$ cat src/hdl/dpr_pkg.sv
package dpr_pkg;

  // Operand and result width
  localparam int DATA_W = 8;

  // Opcode width, matches the five bit op select
  localparam int OP_W = 5;

  // Input buffer depth, also the sender's credits after reset
  localparam int CREDITS = 4;

  localparam int PTR_W = $clog2(CREDITS);
  localparam int CNT_W = $clog2(CREDITS + 1);

  // Shift amounts at or above this give zero
  localparam logic [DATA_W-1:0] SHIFT_LIMIT = DATA_W'(DATA_W);

  typedef enum logic [OP_W-1:0] {
    OP_ADD = 0,
    OP_DEC = 1,
    OP_DIV = 2,
    OP_INC = 3,
    OP_MOD = 4,
    OP_MUL = 5,
    OP_MUX = 6,
    OP_REG = 7,
    OP_SHL = 8,
    OP_SHR = 9,
    OP_SUB = 10
  } alu_op_e;

  typedef enum logic [1:0] {
    COUPLED,
    DRAINING,
    DECOUPLED
  } dcpl_state_e;

endpackage

$ cat src/hdl/op_fifo.sv
`timescale 1ns/1ps

module op_fifo (
  input  logic                        clk,
  input  logic                        rst_n_i,
  input  logic                        in_valid_i,
  input  dpr_pkg::alu_op_e            in_op_i,
  input  logic [dpr_pkg::DATA_W-1:0]  in_a_i,
  input  logic [dpr_pkg::DATA_W-1:0]  in_b_i,
  input  logic                        in_mux_sel_i,
  input  logic                        issue_i,
  output dpr_pkg::alu_op_e            head_op_o,
  output logic [dpr_pkg::DATA_W-1:0]  head_a_o,
  output logic [dpr_pkg::DATA_W-1:0]  head_b_o,
  output logic                        head_mux_sel_o,
  output logic                        nonempty_o
);
  import dpr_pkg::*;

  alu_op_e           op_mem  [CREDITS];
  logic [DATA_W-1:0] a_mem   [CREDITS];
  logic [DATA_W-1:0] b_mem   [CREDITS];
  logic              sel_mem [CREDITS];

  logic [PTR_W-1:0] wr_ptr_q;
  logic [PTR_W-1:0] rd_ptr_q;
  logic [CNT_W-1:0] count_q;

  function automatic logic [PTR_W-1:0] next_ptr(input logic [PTR_W-1:0] ptr);
    return (ptr == PTR_W'(CREDITS - 1)) ? '0 : ptr + PTR_W'(1);
  endfunction

  always_ff @(posedge clk) begin
    if (in_valid_i) begin
      op_mem[wr_ptr_q]  <= in_op_i;
      a_mem[wr_ptr_q]   <= in_a_i;
      b_mem[wr_ptr_q]   <= in_b_i;
      sel_mem[wr_ptr_q] <= in_mux_sel_i;
    end
  end

  always_ff @(posedge clk) begin
    if (!rst_n_i) begin
      wr_ptr_q <= '0;
      rd_ptr_q <= '0;
      count_q  <= '0;
    end else begin
      if (in_valid_i) begin
        wr_ptr_q <= next_ptr(wr_ptr_q);
      end
      if (issue_i) begin
        rd_ptr_q <= next_ptr(rd_ptr_q);
      end
      case ({in_valid_i, issue_i})
        2'b10:   count_q <= count_q + CNT_W'(1);
        2'b01:   count_q <= count_q - CNT_W'(1);
        default: count_q <= count_q;
      endcase
    end
  end

  assign head_op_o      = op_mem[rd_ptr_q];
  assign head_a_o       = a_mem[rd_ptr_q];
  assign head_b_o       = b_mem[rd_ptr_q];
  assign head_mux_sel_o = sel_mem[rd_ptr_q];
  assign nonempty_o     = (count_q != '0);

  // Sender must hold a credit, so a full buffer never sees a write
  a_no_write_full: assert property (@(posedge clk) disable iff (!rst_n_i)
    in_valid_i |-> (count_q != CNT_W'(CREDITS)));

  // Decoupler only issues against a valid head
  a_no_pop_empty: assert property (@(posedge clk) disable iff (!rst_n_i)
    issue_i |-> (count_q != '0));

endmodule

$ cat src/hdl/arith_unit.sv
`timescale 1ns/1ps

module arith_unit (
  input  logic [dpr_pkg::DATA_W-1:0] a_i,
  input  logic [dpr_pkg::DATA_W-1:0] b_i,
  output logic [dpr_pkg::DATA_W-1:0] add_o,
  output logic [dpr_pkg::DATA_W-1:0] sub_o,
  output logic [dpr_pkg::DATA_W-1:0] inc_o,
  output logic [dpr_pkg::DATA_W-1:0] dec_o,
  output logic [dpr_pkg::DATA_W-1:0] mul_o,
  output logic [dpr_pkg::DATA_W-1:0] div_o,
  output logic [dpr_pkg::DATA_W-1:0] mod_o
);
  import dpr_pkg::*;

  logic b_zero;

  assign b_zero = (b_i == '0);

  // Wrapping add and subtract
  assign add_o = a_i + b_i;
  assign sub_o = a_i - b_i;

  assign inc_o = a_i + DATA_W'(1);
  assign dec_o = a_i - DATA_W'(1);

  // Low half of the product only
  assign mul_o = a_i * b_i;

  // Divide by zero saturates to all ones
  assign div_o = b_zero ? '1 : a_i / b_i;

  // Modulo by zero passes a through
  assign mod_o = b_zero ? a_i : a_i % b_i;

endmodule

$ cat src/hdl/shift_select_unit.sv
`timescale 1ns/1ps

module shift_select_unit (
  input  logic                       clk,
  input  logic                       rst_n_i,
  input  logic [dpr_pkg::DATA_W-1:0] a_i,
  input  logic [dpr_pkg::DATA_W-1:0] b_i,
  input  logic                       mux_sel_i,
  input  dpr_pkg::alu_op_e           op_i,
  input  logic                       issue_i,
  output logic [dpr_pkg::DATA_W-1:0] shl_o,
  output logic [dpr_pkg::DATA_W-1:0] shr_o,
  output logic [dpr_pkg::DATA_W-1:0] mux_o,
  output logic [dpr_pkg::DATA_W-1:0] reg_o
);
  import dpr_pkg::*;

  logic              over_range;
  logic [DATA_W-1:0] hold_q;

  // Shift amount taken from b
  assign over_range = (b_i >= SHIFT_LIMIT);

  assign shl_o = over_range ? '0 : (a_i << b_i);
  assign shr_o = over_range ? '0 : (a_i >> b_i);

  assign mux_o = mux_sel_i ? b_i : a_i;

  // Value seen before any load in this cycle
  assign reg_o = hold_q;

  // Held register follows the last issued mux item
  always_ff @(posedge clk) begin
    if (!rst_n_i) begin
      hold_q <= '0;
    end else if (issue_i && (op_i == OP_MUX)) begin
      hold_q <= mux_o;
    end
  end

endmodule

$ cat src/hdl/rp_decoupler.sv
`timescale 1ns/1ps

module rp_decoupler (
  input  logic clk,
  input  logic rst_n_i,
  input  logic decouple_i,
  input  logic nonempty_i,
  input  logic res_valid_i,
  output logic issue_o,
  output logic decouple_status_o
);
  import dpr_pkg::*;

  dcpl_state_e state_q;
  dcpl_state_e state_d;

  always_comb begin
    state_d = state_q;
    case (state_q)
      COUPLED: begin
        if (decouple_i) begin
          state_d = DRAINING;
        end
      end
      // Wait for the last issued result to leave
      DRAINING: begin
        if (!decouple_i) begin
          state_d = COUPLED;
        end else if (!res_valid_i) begin
          state_d = DECOUPLED;
        end
      end
      DECOUPLED: begin
        if (!decouple_i) begin
          state_d = COUPLED;
        end
      end
      default: state_d = COUPLED;
    endcase
  end

  always_ff @(posedge clk) begin
    if (!rst_n_i) begin
      state_q <= COUPLED;
    end else begin
      state_q <= state_d;
    end
  end

  assign issue_o           = nonempty_i && (state_q == COUPLED);
  assign decouple_status_o = (state_q == DECOUPLED);

  a_issue_coupled: assert property (@(posedge clk) disable iff (!rst_n_i)
    (state_q != COUPLED) |-> !issue_o);

endmodule

$ cat src/hdl/result_stage.sv
`timescale 1ns/1ps

module result_stage (
  input  logic                       clk,
  input  logic                       rst_n_i,
  input  logic                       issue_i,
  input  dpr_pkg::alu_op_e           op_i,
  input  logic [dpr_pkg::DATA_W-1:0] a_i,
  input  logic [dpr_pkg::DATA_W-1:0] b_i,
  input  logic [dpr_pkg::DATA_W-1:0] add_i,
  input  logic [dpr_pkg::DATA_W-1:0] sub_i,
  input  logic [dpr_pkg::DATA_W-1:0] inc_i,
  input  logic [dpr_pkg::DATA_W-1:0] dec_i,
  input  logic [dpr_pkg::DATA_W-1:0] mul_i,
  input  logic [dpr_pkg::DATA_W-1:0] div_i,
  input  logic [dpr_pkg::DATA_W-1:0] mod_i,
  input  logic [dpr_pkg::DATA_W-1:0] shl_i,
  input  logic [dpr_pkg::DATA_W-1:0] shr_i,
  input  logic [dpr_pkg::DATA_W-1:0] mux_i,
  input  logic [dpr_pkg::DATA_W-1:0] reg_i,
  output logic                       res_valid_o,
  output logic [dpr_pkg::DATA_W-1:0] res_o,
  output logic                       comp_lt_o,
  output logic                       comp_gt_o,
  output logic                       comp_eq_o,
  output logic                       credit_o
);
  import dpr_pkg::*;

  logic [DATA_W-1:0] sel_res;
  logic              issue_q;

  always_comb begin
    case (op_i)
      OP_ADD:  sel_res = add_i;
      OP_DEC:  sel_res = dec_i;
      OP_DIV:  sel_res = div_i;
      OP_INC:  sel_res = inc_i;
      OP_MOD:  sel_res = mod_i;
      OP_MUL:  sel_res = mul_i;
      OP_MUX:  sel_res = mux_i;
      OP_REG:  sel_res = reg_i;
      OP_SHL:  sel_res = shl_i;
      OP_SHR:  sel_res = shr_i;
      OP_SUB:  sel_res = sub_i;
      default: sel_res = '0;
    endcase
  end

  always_ff @(posedge clk) begin
    if (!rst_n_i) begin
      issue_q   <= 1'b0;
      res_o     <= '0;
      comp_lt_o <= 1'b0;
      comp_gt_o <= 1'b0;
      comp_eq_o <= 1'b0;
    end else begin
      issue_q <= issue_i;
      if (issue_i) begin
        res_o     <= sel_res;
        comp_lt_o <= (a_i < b_i);
        comp_gt_o <= (a_i > b_i);
        comp_eq_o <= (a_i == b_i);
      end
    end
  end

  // Each result frees one buffer slot
  assign res_valid_o = issue_q;
  assign credit_o    = issue_q;

endmodule

$ cat src/hdl/dpr_alu_top.sv
`timescale 1ns/1ps

module dpr_alu_top (
  input  logic                       clk,
  input  logic                       rst_n_i,
  input  logic                       in_valid_i,
  input  dpr_pkg::alu_op_e           in_op_i,
  input  logic [dpr_pkg::DATA_W-1:0] in_a_i,
  input  logic [dpr_pkg::DATA_W-1:0] in_b_i,
  input  logic                       in_mux_sel_i,
  input  logic                       decouple_i,
  output logic                       credit_o,
  output logic                       res_valid_o,
  output logic [dpr_pkg::DATA_W-1:0] res_o,
  output logic                       comp_lt_o,
  output logic                       comp_gt_o,
  output logic                       comp_eq_o,
  output logic                       decouple_status_o
);
  import dpr_pkg::*;

  alu_op_e           head_op;
  logic [DATA_W-1:0] head_a;
  logic [DATA_W-1:0] head_b;
  logic              head_mux_sel;
  logic              nonempty;
  logic              issue;

  logic [DATA_W-1:0] add_r;
  logic [DATA_W-1:0] sub_r;
  logic [DATA_W-1:0] inc_r;
  logic [DATA_W-1:0] dec_r;
  logic [DATA_W-1:0] mul_r;
  logic [DATA_W-1:0] div_r;
  logic [DATA_W-1:0] mod_r;
  logic [DATA_W-1:0] shl_r;
  logic [DATA_W-1:0] shr_r;
  logic [DATA_W-1:0] mux_r;
  logic [DATA_W-1:0] reg_r;

  op_fifo u_op_fifo (
    .clk            (clk),
    .rst_n_i        (rst_n_i),
    .in_valid_i     (in_valid_i),
    .in_op_i        (in_op_i),
    .in_a_i         (in_a_i),
    .in_b_i         (in_b_i),
    .in_mux_sel_i   (in_mux_sel_i),
    .issue_i        (issue),
    .head_op_o      (head_op),
    .head_a_o       (head_a),
    .head_b_o       (head_b),
    .head_mux_sel_o (head_mux_sel),
    .nonempty_o     (nonempty)
  );

  arith_unit u_arith_unit (
    .a_i   (head_a),
    .b_i   (head_b),
    .add_o (add_r),
    .sub_o (sub_r),
    .inc_o (inc_r),
    .dec_o (dec_r),
    .mul_o (mul_r),
    .div_o (div_r),
    .mod_o (mod_r)
  );

  shift_select_unit u_shift_select_unit (
    .clk       (clk),
    .rst_n_i   (rst_n_i),
    .a_i       (head_a),
    .b_i       (head_b),
    .mux_sel_i (head_mux_sel),
    .op_i      (head_op),
    .issue_i   (issue),
    .shl_o     (shl_r),
    .shr_o     (shr_r),
    .mux_o     (mux_r),
    .reg_o     (reg_r)
  );

  rp_decoupler u_rp_decoupler (
    .clk               (clk),
    .rst_n_i           (rst_n_i),
    .decouple_i        (decouple_i),
    .nonempty_i        (nonempty),
    .res_valid_i       (res_valid_o),
    .issue_o           (issue),
    .decouple_status_o (decouple_status_o)
  );

  result_stage u_result_stage (
    .clk         (clk),
    .rst_n_i     (rst_n_i),
    .issue_i     (issue),
    .op_i        (head_op),
    .a_i         (head_a),
    .b_i         (head_b),
    .add_i       (add_r),
    .sub_i       (sub_r),
    .inc_i       (inc_r),
    .dec_i       (dec_r),
    .mul_i       (mul_r),
    .div_i       (div_r),
    .mod_i       (mod_r),
    .shl_i       (shl_r),
    .shr_i       (shr_r),
    .mux_i       (mux_r),
    .reg_i       (reg_r),
    .res_valid_o (res_valid_o),
    .res_o       (res_o),
    .comp_lt_o   (comp_lt_o),
    .comp_gt_o   (comp_gt_o),
    .comp_eq_o   (comp_eq_o),
    .credit_o    (credit_o)
  );

endmodule

$ cat config.mk
export PLATFORM = sky130hd
export DESIGN_NAME = dpr_alu_top
export DESIGN_NICKNAME = d
export VERILOG_FILES = /design/src/hdl/dpr_pkg.sv /design/src/hdl/op_fifo.sv /design/src/hdl/arith_unit.sv /design/src/hdl/shift_select_unit.sv /design/src/hdl/rp_decoupler.sv /design/src/hdl/result_stage.sv /design/src/hdl/dpr_alu_top.sv
export SDC_FILE = /design/constraint.sdc
export NUM_CORES = 1
export LEC_CHECK = 0
export ABC_AREA = 0
export BUFFER_PORTS_ARGS = -buffer_cell sky130_fd_sc_hd__buf_4
export CAP_MARGIN = 10
export CORE_MARGIN = 4
export CORE_UTILIZATION = 54
export DETAILED_ROUTE_END_ITERATION = 8
export GPL_ROUTABILITY_DRIVEN = 0
export PLACE_DENSITY = 0.71
export SLEW_MARGIN = 20
export SYNTH_ARGS = -nofsm -noshare
export SYNTH_HDL_FRONTEND = slang
export SYNTH_SLANG_ARGS = --single-unit
$ cat constraint.sdc
create_clock -name clk -period 15.4 [get_ports clk]
set_clock_uncertainty 0.2 [all_clocks]
set_input_delay 0.77 -clock clk [delete_from_list [all_inputs] [get_ports clk]]
set_output_delay 0.77 -clock clk [all_outputs]
set_load 0.05 [all_outputs]
==> impl_metrics.env, run 1 <==
export IMPL_status="completed"
export IMPL_placementRows=46
export IMPL_critPathMaxStageDelay_ns=0.70
export IMPL_fin_setup_tns_ns=0
export IMPL_synth_cell_types=72
export IMPL_dieArea_sq_um=18800
export IMPL_worstPathRequired_ns=15.51
export IMPL_grt_max_degree=31
export IMPL_fin_crit_sh_pct=91.5
export IMPL_synth_async_reset_ratio_pct=0
export IMPL_drive_gt1_share_pct=14.3
export IMPL_die_y_um=137
export IMPL_vias=7194
export IMPL_grt_pass1_vias=6942
export IMPL_rsz0062_at_grt="false"
export IMPL_clockBufferDepth=2
export IMPL_drt_iter0_markers=683
export IMPL_synth_seq_area_share_pct=36.2
export IMPL_hold_class="reg -> reg"
export IMPL_yosysTopAreaCell="edfxtp_1"
export IMPL_drc=0
export IMPL_post_cts_buffers=0
export IMPL_start_util_pct=55.9
export IMPL_synth_edff_count=88
export IMPL_synth_ff_type="edfxtp_1"
export IMPL_holdBufCountCts=0
export IMPL_ys_ff_latch=119
export IMPL_critPathSlowestCell="mux4_2"
export IMPL_synth_top_cells_by_area="edfxtp_1 29%, ha_1 11%, dfxtp_1 6.9%"
export IMPL_wl_per_cell_um=20.5
export IMPL_end_kind="register"
export IMPL_hold_viol=0
export IMPL_synth_area_sq_um=9010
export IMPL_ant_nets=0
export IMPL_dp_final_hpwl_um=16800
export IMPL_grt_ovfl_total=0
export IMPL_path_clk_slew_ns=0.06
export IMPL_cts_resized=0
export IMPL_numClockSinks=119
export IMPL_max_slew_margin_rel_pct=30.5
export IMPL_htreeDepth=4
export IMPL_synth_avg_cell_area_sq_um=10.1
export IMPL_grt_pass1_wl_um=37400
export IMPL_hold_depth=2
export IMPL_ys_warn_count=0
export IMPL_nFillCells=1331
export IMPL_timing_critical_path_buf_inv=4
export IMPL_drt_total_wl_um=23500
export IMPL_antenna_found_initial=0
export IMPL_synth_top_area_share_pct=29.3
export IMPL_diodes=0
export IMPL_drv_cap=0
export IMPL_track_usage_pct=26.2
export IMPL_cts_root_buffer="clkbuf_16"
export IMPL_synth_fp_nets=1013
export IMPL_syn_inst=891
export IMPL_tightest_slew_ns=1.04
export IMPL_io_pins=40
export IMPL_portBuffers=39
export IMPL_reg2regPathDepth=47
export IMPL_slew_violations=0
export IMPL_cp_arrival_ns=14.19
export IMPL_cts_buffers_inserted=17
export IMPL_crit_type="reg -> reg"
export IMPL_firstDrtPassIters=5
export IMPL_core_sq_um=16100
export IMPL_insertion_delay_ns=0.42
export IMPL_area_growth_pct=12.3
export IMPL_cp_depth=47
export IMPL_finalCriticalPeriod_ns=14.09
export IMPL_nNetsFinal=1041
export IMPL_die_w_um=137
export IMPL_fmax_mhz=71.0
export IMPL_tritoncts="done"
export IMPL_crit_top_cell="ha_1"
export IMPL_via_per_inst=6.27
export IMPL_crit_fanout=30
export IMPL_critPathLaunchType="register"
export IMPL_setup_viol=0
export IMPL_path_delay_family="compound AO/OA/AOI/OAI gates"
-- logic make-up (layout without fill, tap and decap cells) --
group | Yosys count | after routing | share of synthesized area, %
DFF | 119 | 119 | 36.2
and+or+nand+nor | 263 | 263 | 14.0
muxes | 63 | 63 | 10.7
buffers and inverters | 96 | 137 | 4.21
AOI/OAI and AO/OA | 216 | 216 | 16.5
xor gates and xnor gates | 38 | 38 | 3.84
adders and majority gates | 96 | 96 | 14.7
-- final timing paths --
path,slack (ns),start,to
max,1.31,register,u_result_stage.res_o[4]
min,0.27,u_result_stage.comp_lt_o,u_result_stage.comp_lt_o
max reg2reg,1.31,register,u_result_stage.res_o[4]
min reg2reg,0.27,u_result_stage.comp_lt_o,u_result_stage.comp_lt_o
-- routing by layer --
metal | vias to the layer above | wire length [um] | global-route usage, %
li1 | 3365 | - | -
met1 | 3418 | 10100 | 36.5
met2 | 353 | 10800 | 40.7
met3 | 58 | 1880 | 4.42
met4 | 0 | 798 | 10.9
met5 | - | 0 | 0
-- stage by stage --
stage / setup slack (ns) / utilization [%] / instance area, sq um / std cells / hold WS, ns
2_1_floorplan: 2.74 / - / 9010 / 891 / 0.229
3_3_place_gp: 1.95 / 58.8 / 9480 / 1116 / 0.250
3_5_place_dp: 1.55 / 58.8 / 9480 / 1116 / 0.261
4_1_cts: 1.47 / 62.8 / 10100 / 1148 / 0.271
5_1_grt: 0.175 / 62.8 / 10100 / 1148 / 0.301
6_report: 1.31 / 62.8 / 10100 / 1148 / 0.268
-- synth_stat cells (5+ instances only) --
master / number
o31ai_1: 5
buf_2: 6
clkbuf_1: 30
nor2_1: 66
nor3_1: 35
a211oi_1: 10
nor2b_1: 15
inv_1: 56
dfxtp_1: 31
o211a_1: 9
o22ai_1: 15
edfxtp_1: 88
a21boi_0: 6
nand3_1: 12
a21oi_1: 38
mux2_2: 7
or2_2: 8
o211ai_1: 12
fa_1: 16
a31oi_1: 5
o21ai_0: 38
xor2_1: 16
nand2_1: 73
xnor2_1: 21
o21a_1: 21
nand2b_1: 9
o21bai_1: 6
and2_1: 15
mux4_2: 25
ha_1: 80
mux2i_1: 29
or3_1: 9
a21o_1: 14
nor4_1: 6
-- layout make-up --
cell class | instances | area [sq um] | share of cell area (%)
clock buffers | 19 | 443 | 4.38
flip-flops and latches | 119 | 3260 | 32.3
repair buffers | 47 | 353 | 3.49
well taps | 216 | 270 | 2.67
multi-input cells | 676 | 5380 | 53.1
inverters | 58 | 218 | 2.15
clock inverters | 13 | 194 | 1.92
-- flip-flops by register name, summed over array words and instances (netlist names), named ones only --
| register | flops |
|---|---|
| u_result_stage.comp_lt_o | 1 |
| u_op_fifo.sel_mem | 4 |
| u_op_fifo.count_q | 3 |
| u_op_fifo.b_mem | 32 |
| u_result_stage.comp_gt_o | 1 |
| u_op_fifo.op_mem | 20 |
| u_op_fifo.wr_ptr_q | 2 |
| u_result_stage.comp_eq_o | 1 |
| u_rp_decoupler.state_q | 2 |
| u_op_fifo.rd_ptr_q | 2 |
| u_result_stage.credit_o | 1 |
| u_shift_select_unit.reg_o | 8 |
| u_result_stage.res_o | 8 |
| u_op_fifo.a_mem | 32 |
-- worst min-delay path, delay by kind of cell, from the launching register on --
kind	cells	cell delay, ns
flip-flops	1	0.31
AO/OA/AOI/OAI	1	0.06
AND/OR/NAND/NOR	1	0.05
-- cells in the final DEF (no fill, tap or decap), types with 16 or more instances in the layout --
cell type,instances
edfxtp_1,88
ha_1,80
nand2_1,73
nor2_1,66
inv_1,56
buf_4,47
a21oi_1,38
o21ai_0,37
nor3_1,35
dfxtp_1,30
mux2i_1,29
mux4_2,25
o21a_1,21
xnor2_1,21
clkbuf_16,17
xor2_1,16
fa_1,16
Power of run 1 is left out: the tool's default activity adds up to more than one toggle a clock period on the data nets, which glitch-free logic cannot reach.
==> inputs of run 2 (changes only) <==
Settings changed: ABC_AREA 0 to 1.
==> impl_metrics.env, run 2 <==
export IMPL_status="completed"
export IMPL_fin_setup_tns_ns=0
export IMPL_yosysTopAreaCell="edfxtp_1"
export IMPL_vias=7724
export IMPL_fin_ws_ns=2.46
export IMPL_timing_critical_path_buf_inv=8
export IMPL_io_pins=40
export IMPL_synth_ff_type="edfxtp_1"
export IMPL_grt_pass1_vias=7512
export IMPL_drv_cap=0
export IMPL_cts_root_buffer="clkbuf_16"
export IMPL_crit_fanout=43
export IMPL_critPathLaunchType="register"
export IMPL_drc=0
export IMPL_max_slew_margin_rel_pct=32.9
export IMPL_multi_input_area_sq_um=5070
export IMPL_via_per_inst=5.46
export IMPL_synth_commonest_cells="299 x nand2_1, 146 x inv_1, 88 x edfxtp_1"
export IMPL_synth_top_cells_by_area="edfxtp_1 29%, nand2_1 12%, ha_1 11%"
export IMPL_clockBufferDepth=2
export IMPL_core_sq_um=16600
export IMPL_nNetsFinal=1303
export IMPL_synth_edff_count=88
export IMPL_synth_top_area_share_pct=29.0
export IMPL_ys_ff_latch=119
export IMPL_synth_area_sq_um=9110
export IMPL_path_delay_family="simple AND/OR/NAND/NOR gates"
export IMPL_ant_nets=0
export IMPL_syn_inst=1147
export IMPL_final_instance_count_excl_fill=1414
export IMPL_fmax_mhz=77.3
export IMPL_drive_gt1_share_pct=11.2
export IMPL_setup_viol=0
export IMPL_drt_total_wl_um=23100
export IMPL_synth_async_reset_ratio_pct=0
export IMPL_cp_arrival_ns=13.03
export IMPL_firstDrtPassIters=8
export IMPL_track_usage_pct=25.4
export IMPL_synth_most_common_cell="nand2_1"
export IMPL_ys_warn_count=0
export IMPL_critPathMaxStageDelay_ns=0.84
export IMPL_numClockSinks=119
export IMPL_area_growth_pct=10.8
export IMPL_synth_cell_types=63
export IMPL_hold_viol=0
export IMPL_critPathSlowestCell="dfxtp_1"
export IMPL_dp_cells=1382
export IMPL_reg2regPathDepth=83
export IMPL_portBuffers=39
export IMPL_cts_resized=0
export IMPL_layout_commonest_cell="nand2_1"
export IMPL_wl_per_cell_um=16.3
export IMPL_antenna_found_initial=0
export IMPL_holdBufCountCts=0
export IMPL_htreeDepth=4
export IMPL_synth_fp_nets=1269
export IMPL_cp_endpoint="u_result_stage.res_o[2]"
export IMPL_cts_buffers_inserted=17
export IMPL_fin_crit_sh_pct=84.0
export IMPL_path_clk_slew_ns=0.06
export IMPL_synth_seq_area_share_pct=35.8
export IMPL_die_y_um=138
export IMPL_tightest_slew_ns=1.01
export IMPL_dieArea_sq_um=19000
export IMPL_tritoncts="done"
export IMPL_regToRegEndpoint="u_result_stage.res_o[2]"
export IMPL_insertion_delay_ns=0.42
export IMPL_hold_class="reg -> reg"
export IMPL_cp_depth=83
export IMPL_hold_worst_slack_ns=0.266
export IMPL_synth_avg_cell_area_sq_um=7.94
export IMPL_reg_top3="u_op_fifo.a_mem: 32 flops, u_op_fifo.b_mem: 32 flops, u_op_fifo.op_mem: 20 flops"
export IMPL_finalCriticalPeriod_ns=12.94
export IMPL_worstPathRequired_ns=15.49
export IMPL_crit_top_cell="nand2_1"
export IMPL_rsz0062_at_grt="false"
export IMPL_grt_ovfl_total=0
export IMPL_start_util_pct=54.9
export IMPL_nFillCells=1496
export IMPL_grt_max_degree=44
export IMPL_seqCellArea_sq_um=3260
export IMPL_post_place_ws_ns=2.67
export IMPL_final_cell_mix="299 x nand2_1, 146 x inv_1, 88 x edfxtp_1, 80 x nand3_1, 80 x ha_1"
export IMPL_crit_type="reg -> reg"
export IMPL_placementRows=47
export IMPL_slew_violations=0
export IMPL_dp_final_hpwl_um=16400
export IMPL_end_kind="register"
export IMPL_post_cts_buffers=0
export IMPL_drt_iter0_markers=668
export IMPL_grt_pass1_wl_um=37000
export IMPL_reg2reg_slack_ns=2.46
export IMPL_die_w_um=138
export IMPL_diodes=0
[run 2: area by class of cell]
type,instances,area share [%]
Timing Repair Buffer,47,3.50
Clock inverter,11,0.980
Multi-Input combinational cell,845,50.2
Inverter,151,5.67
Tap cell,220,2.73
Sequential cell,119,32.3
Clock buffer,21,4.56
[run 2: stage by stage]
| step | instance area, sq um | util (%) |
|---|---|---|
| detailed placement | 9530 | 57.5 |
| global placement | 9530 | 57.5 |
| floorplan | 9110 | - |
| finish | 10100 | 60.8 |
| global route | 10100 | 60.8 |
| CTS | 10100 | 60.8 |
[run 2: worst min path at each step]
stage,cells after the start,from,slack (ns),end
floorplan,2,u_shift_select_unit.reg_o[1],0.22,u_shift_select_unit.reg_o[1]
detailed placement,2,u_result_stage.res_o[4],0.26,u_result_stage.res_o[4]
global placement,1,u_rp_decoupler.state_q[1],0.25,u_rp_decoupler.state_q[0]
CTS,2,u_result_stage.res_o[4],0.27,u_result_stage.res_o[4]
global route,2,u_shift_select_unit.reg_o[5],0.29,u_shift_select_unit.reg_o[5]
finish,2,u_result_stage.res_o[4],0.27,u_result_stage.res_o[4]
[run 2: cells by family after synthesis]
logic type,Yosys count,synth area share [%]
AO/OA/AOI/OAI,195,12.9
AND/OR/NAND/NOR,522,25.1
XOR/XNOR,32,3.08
flip-flops,119,35.8
buffers and inverters,183,8.56
adder cells (fa/ha/maj),96,14.5
[run 2: worst min-delay path: stages, from the launching register on]
cell and delay [ns]:
dfxtp_1 0.31, nand2_1 0.06, a21oi_1 0.05
[run 2: routing by layer]
| metal | vias to the layer above | track usage [%] | part of all wire, % |
|---|---|---|---|
| met2 | 237 | 43.4 | 48 |
| met5 | - | 0 | 0 |
| met1 | 3551 | 32.0 | 43 |
| li1 | 3893 | - | - |
| met4 | 0 | 11.3 | 3.3 |
| met3 | 43 | 3.92 | 5.9 |
Power of run 2 is left out for the same reason.
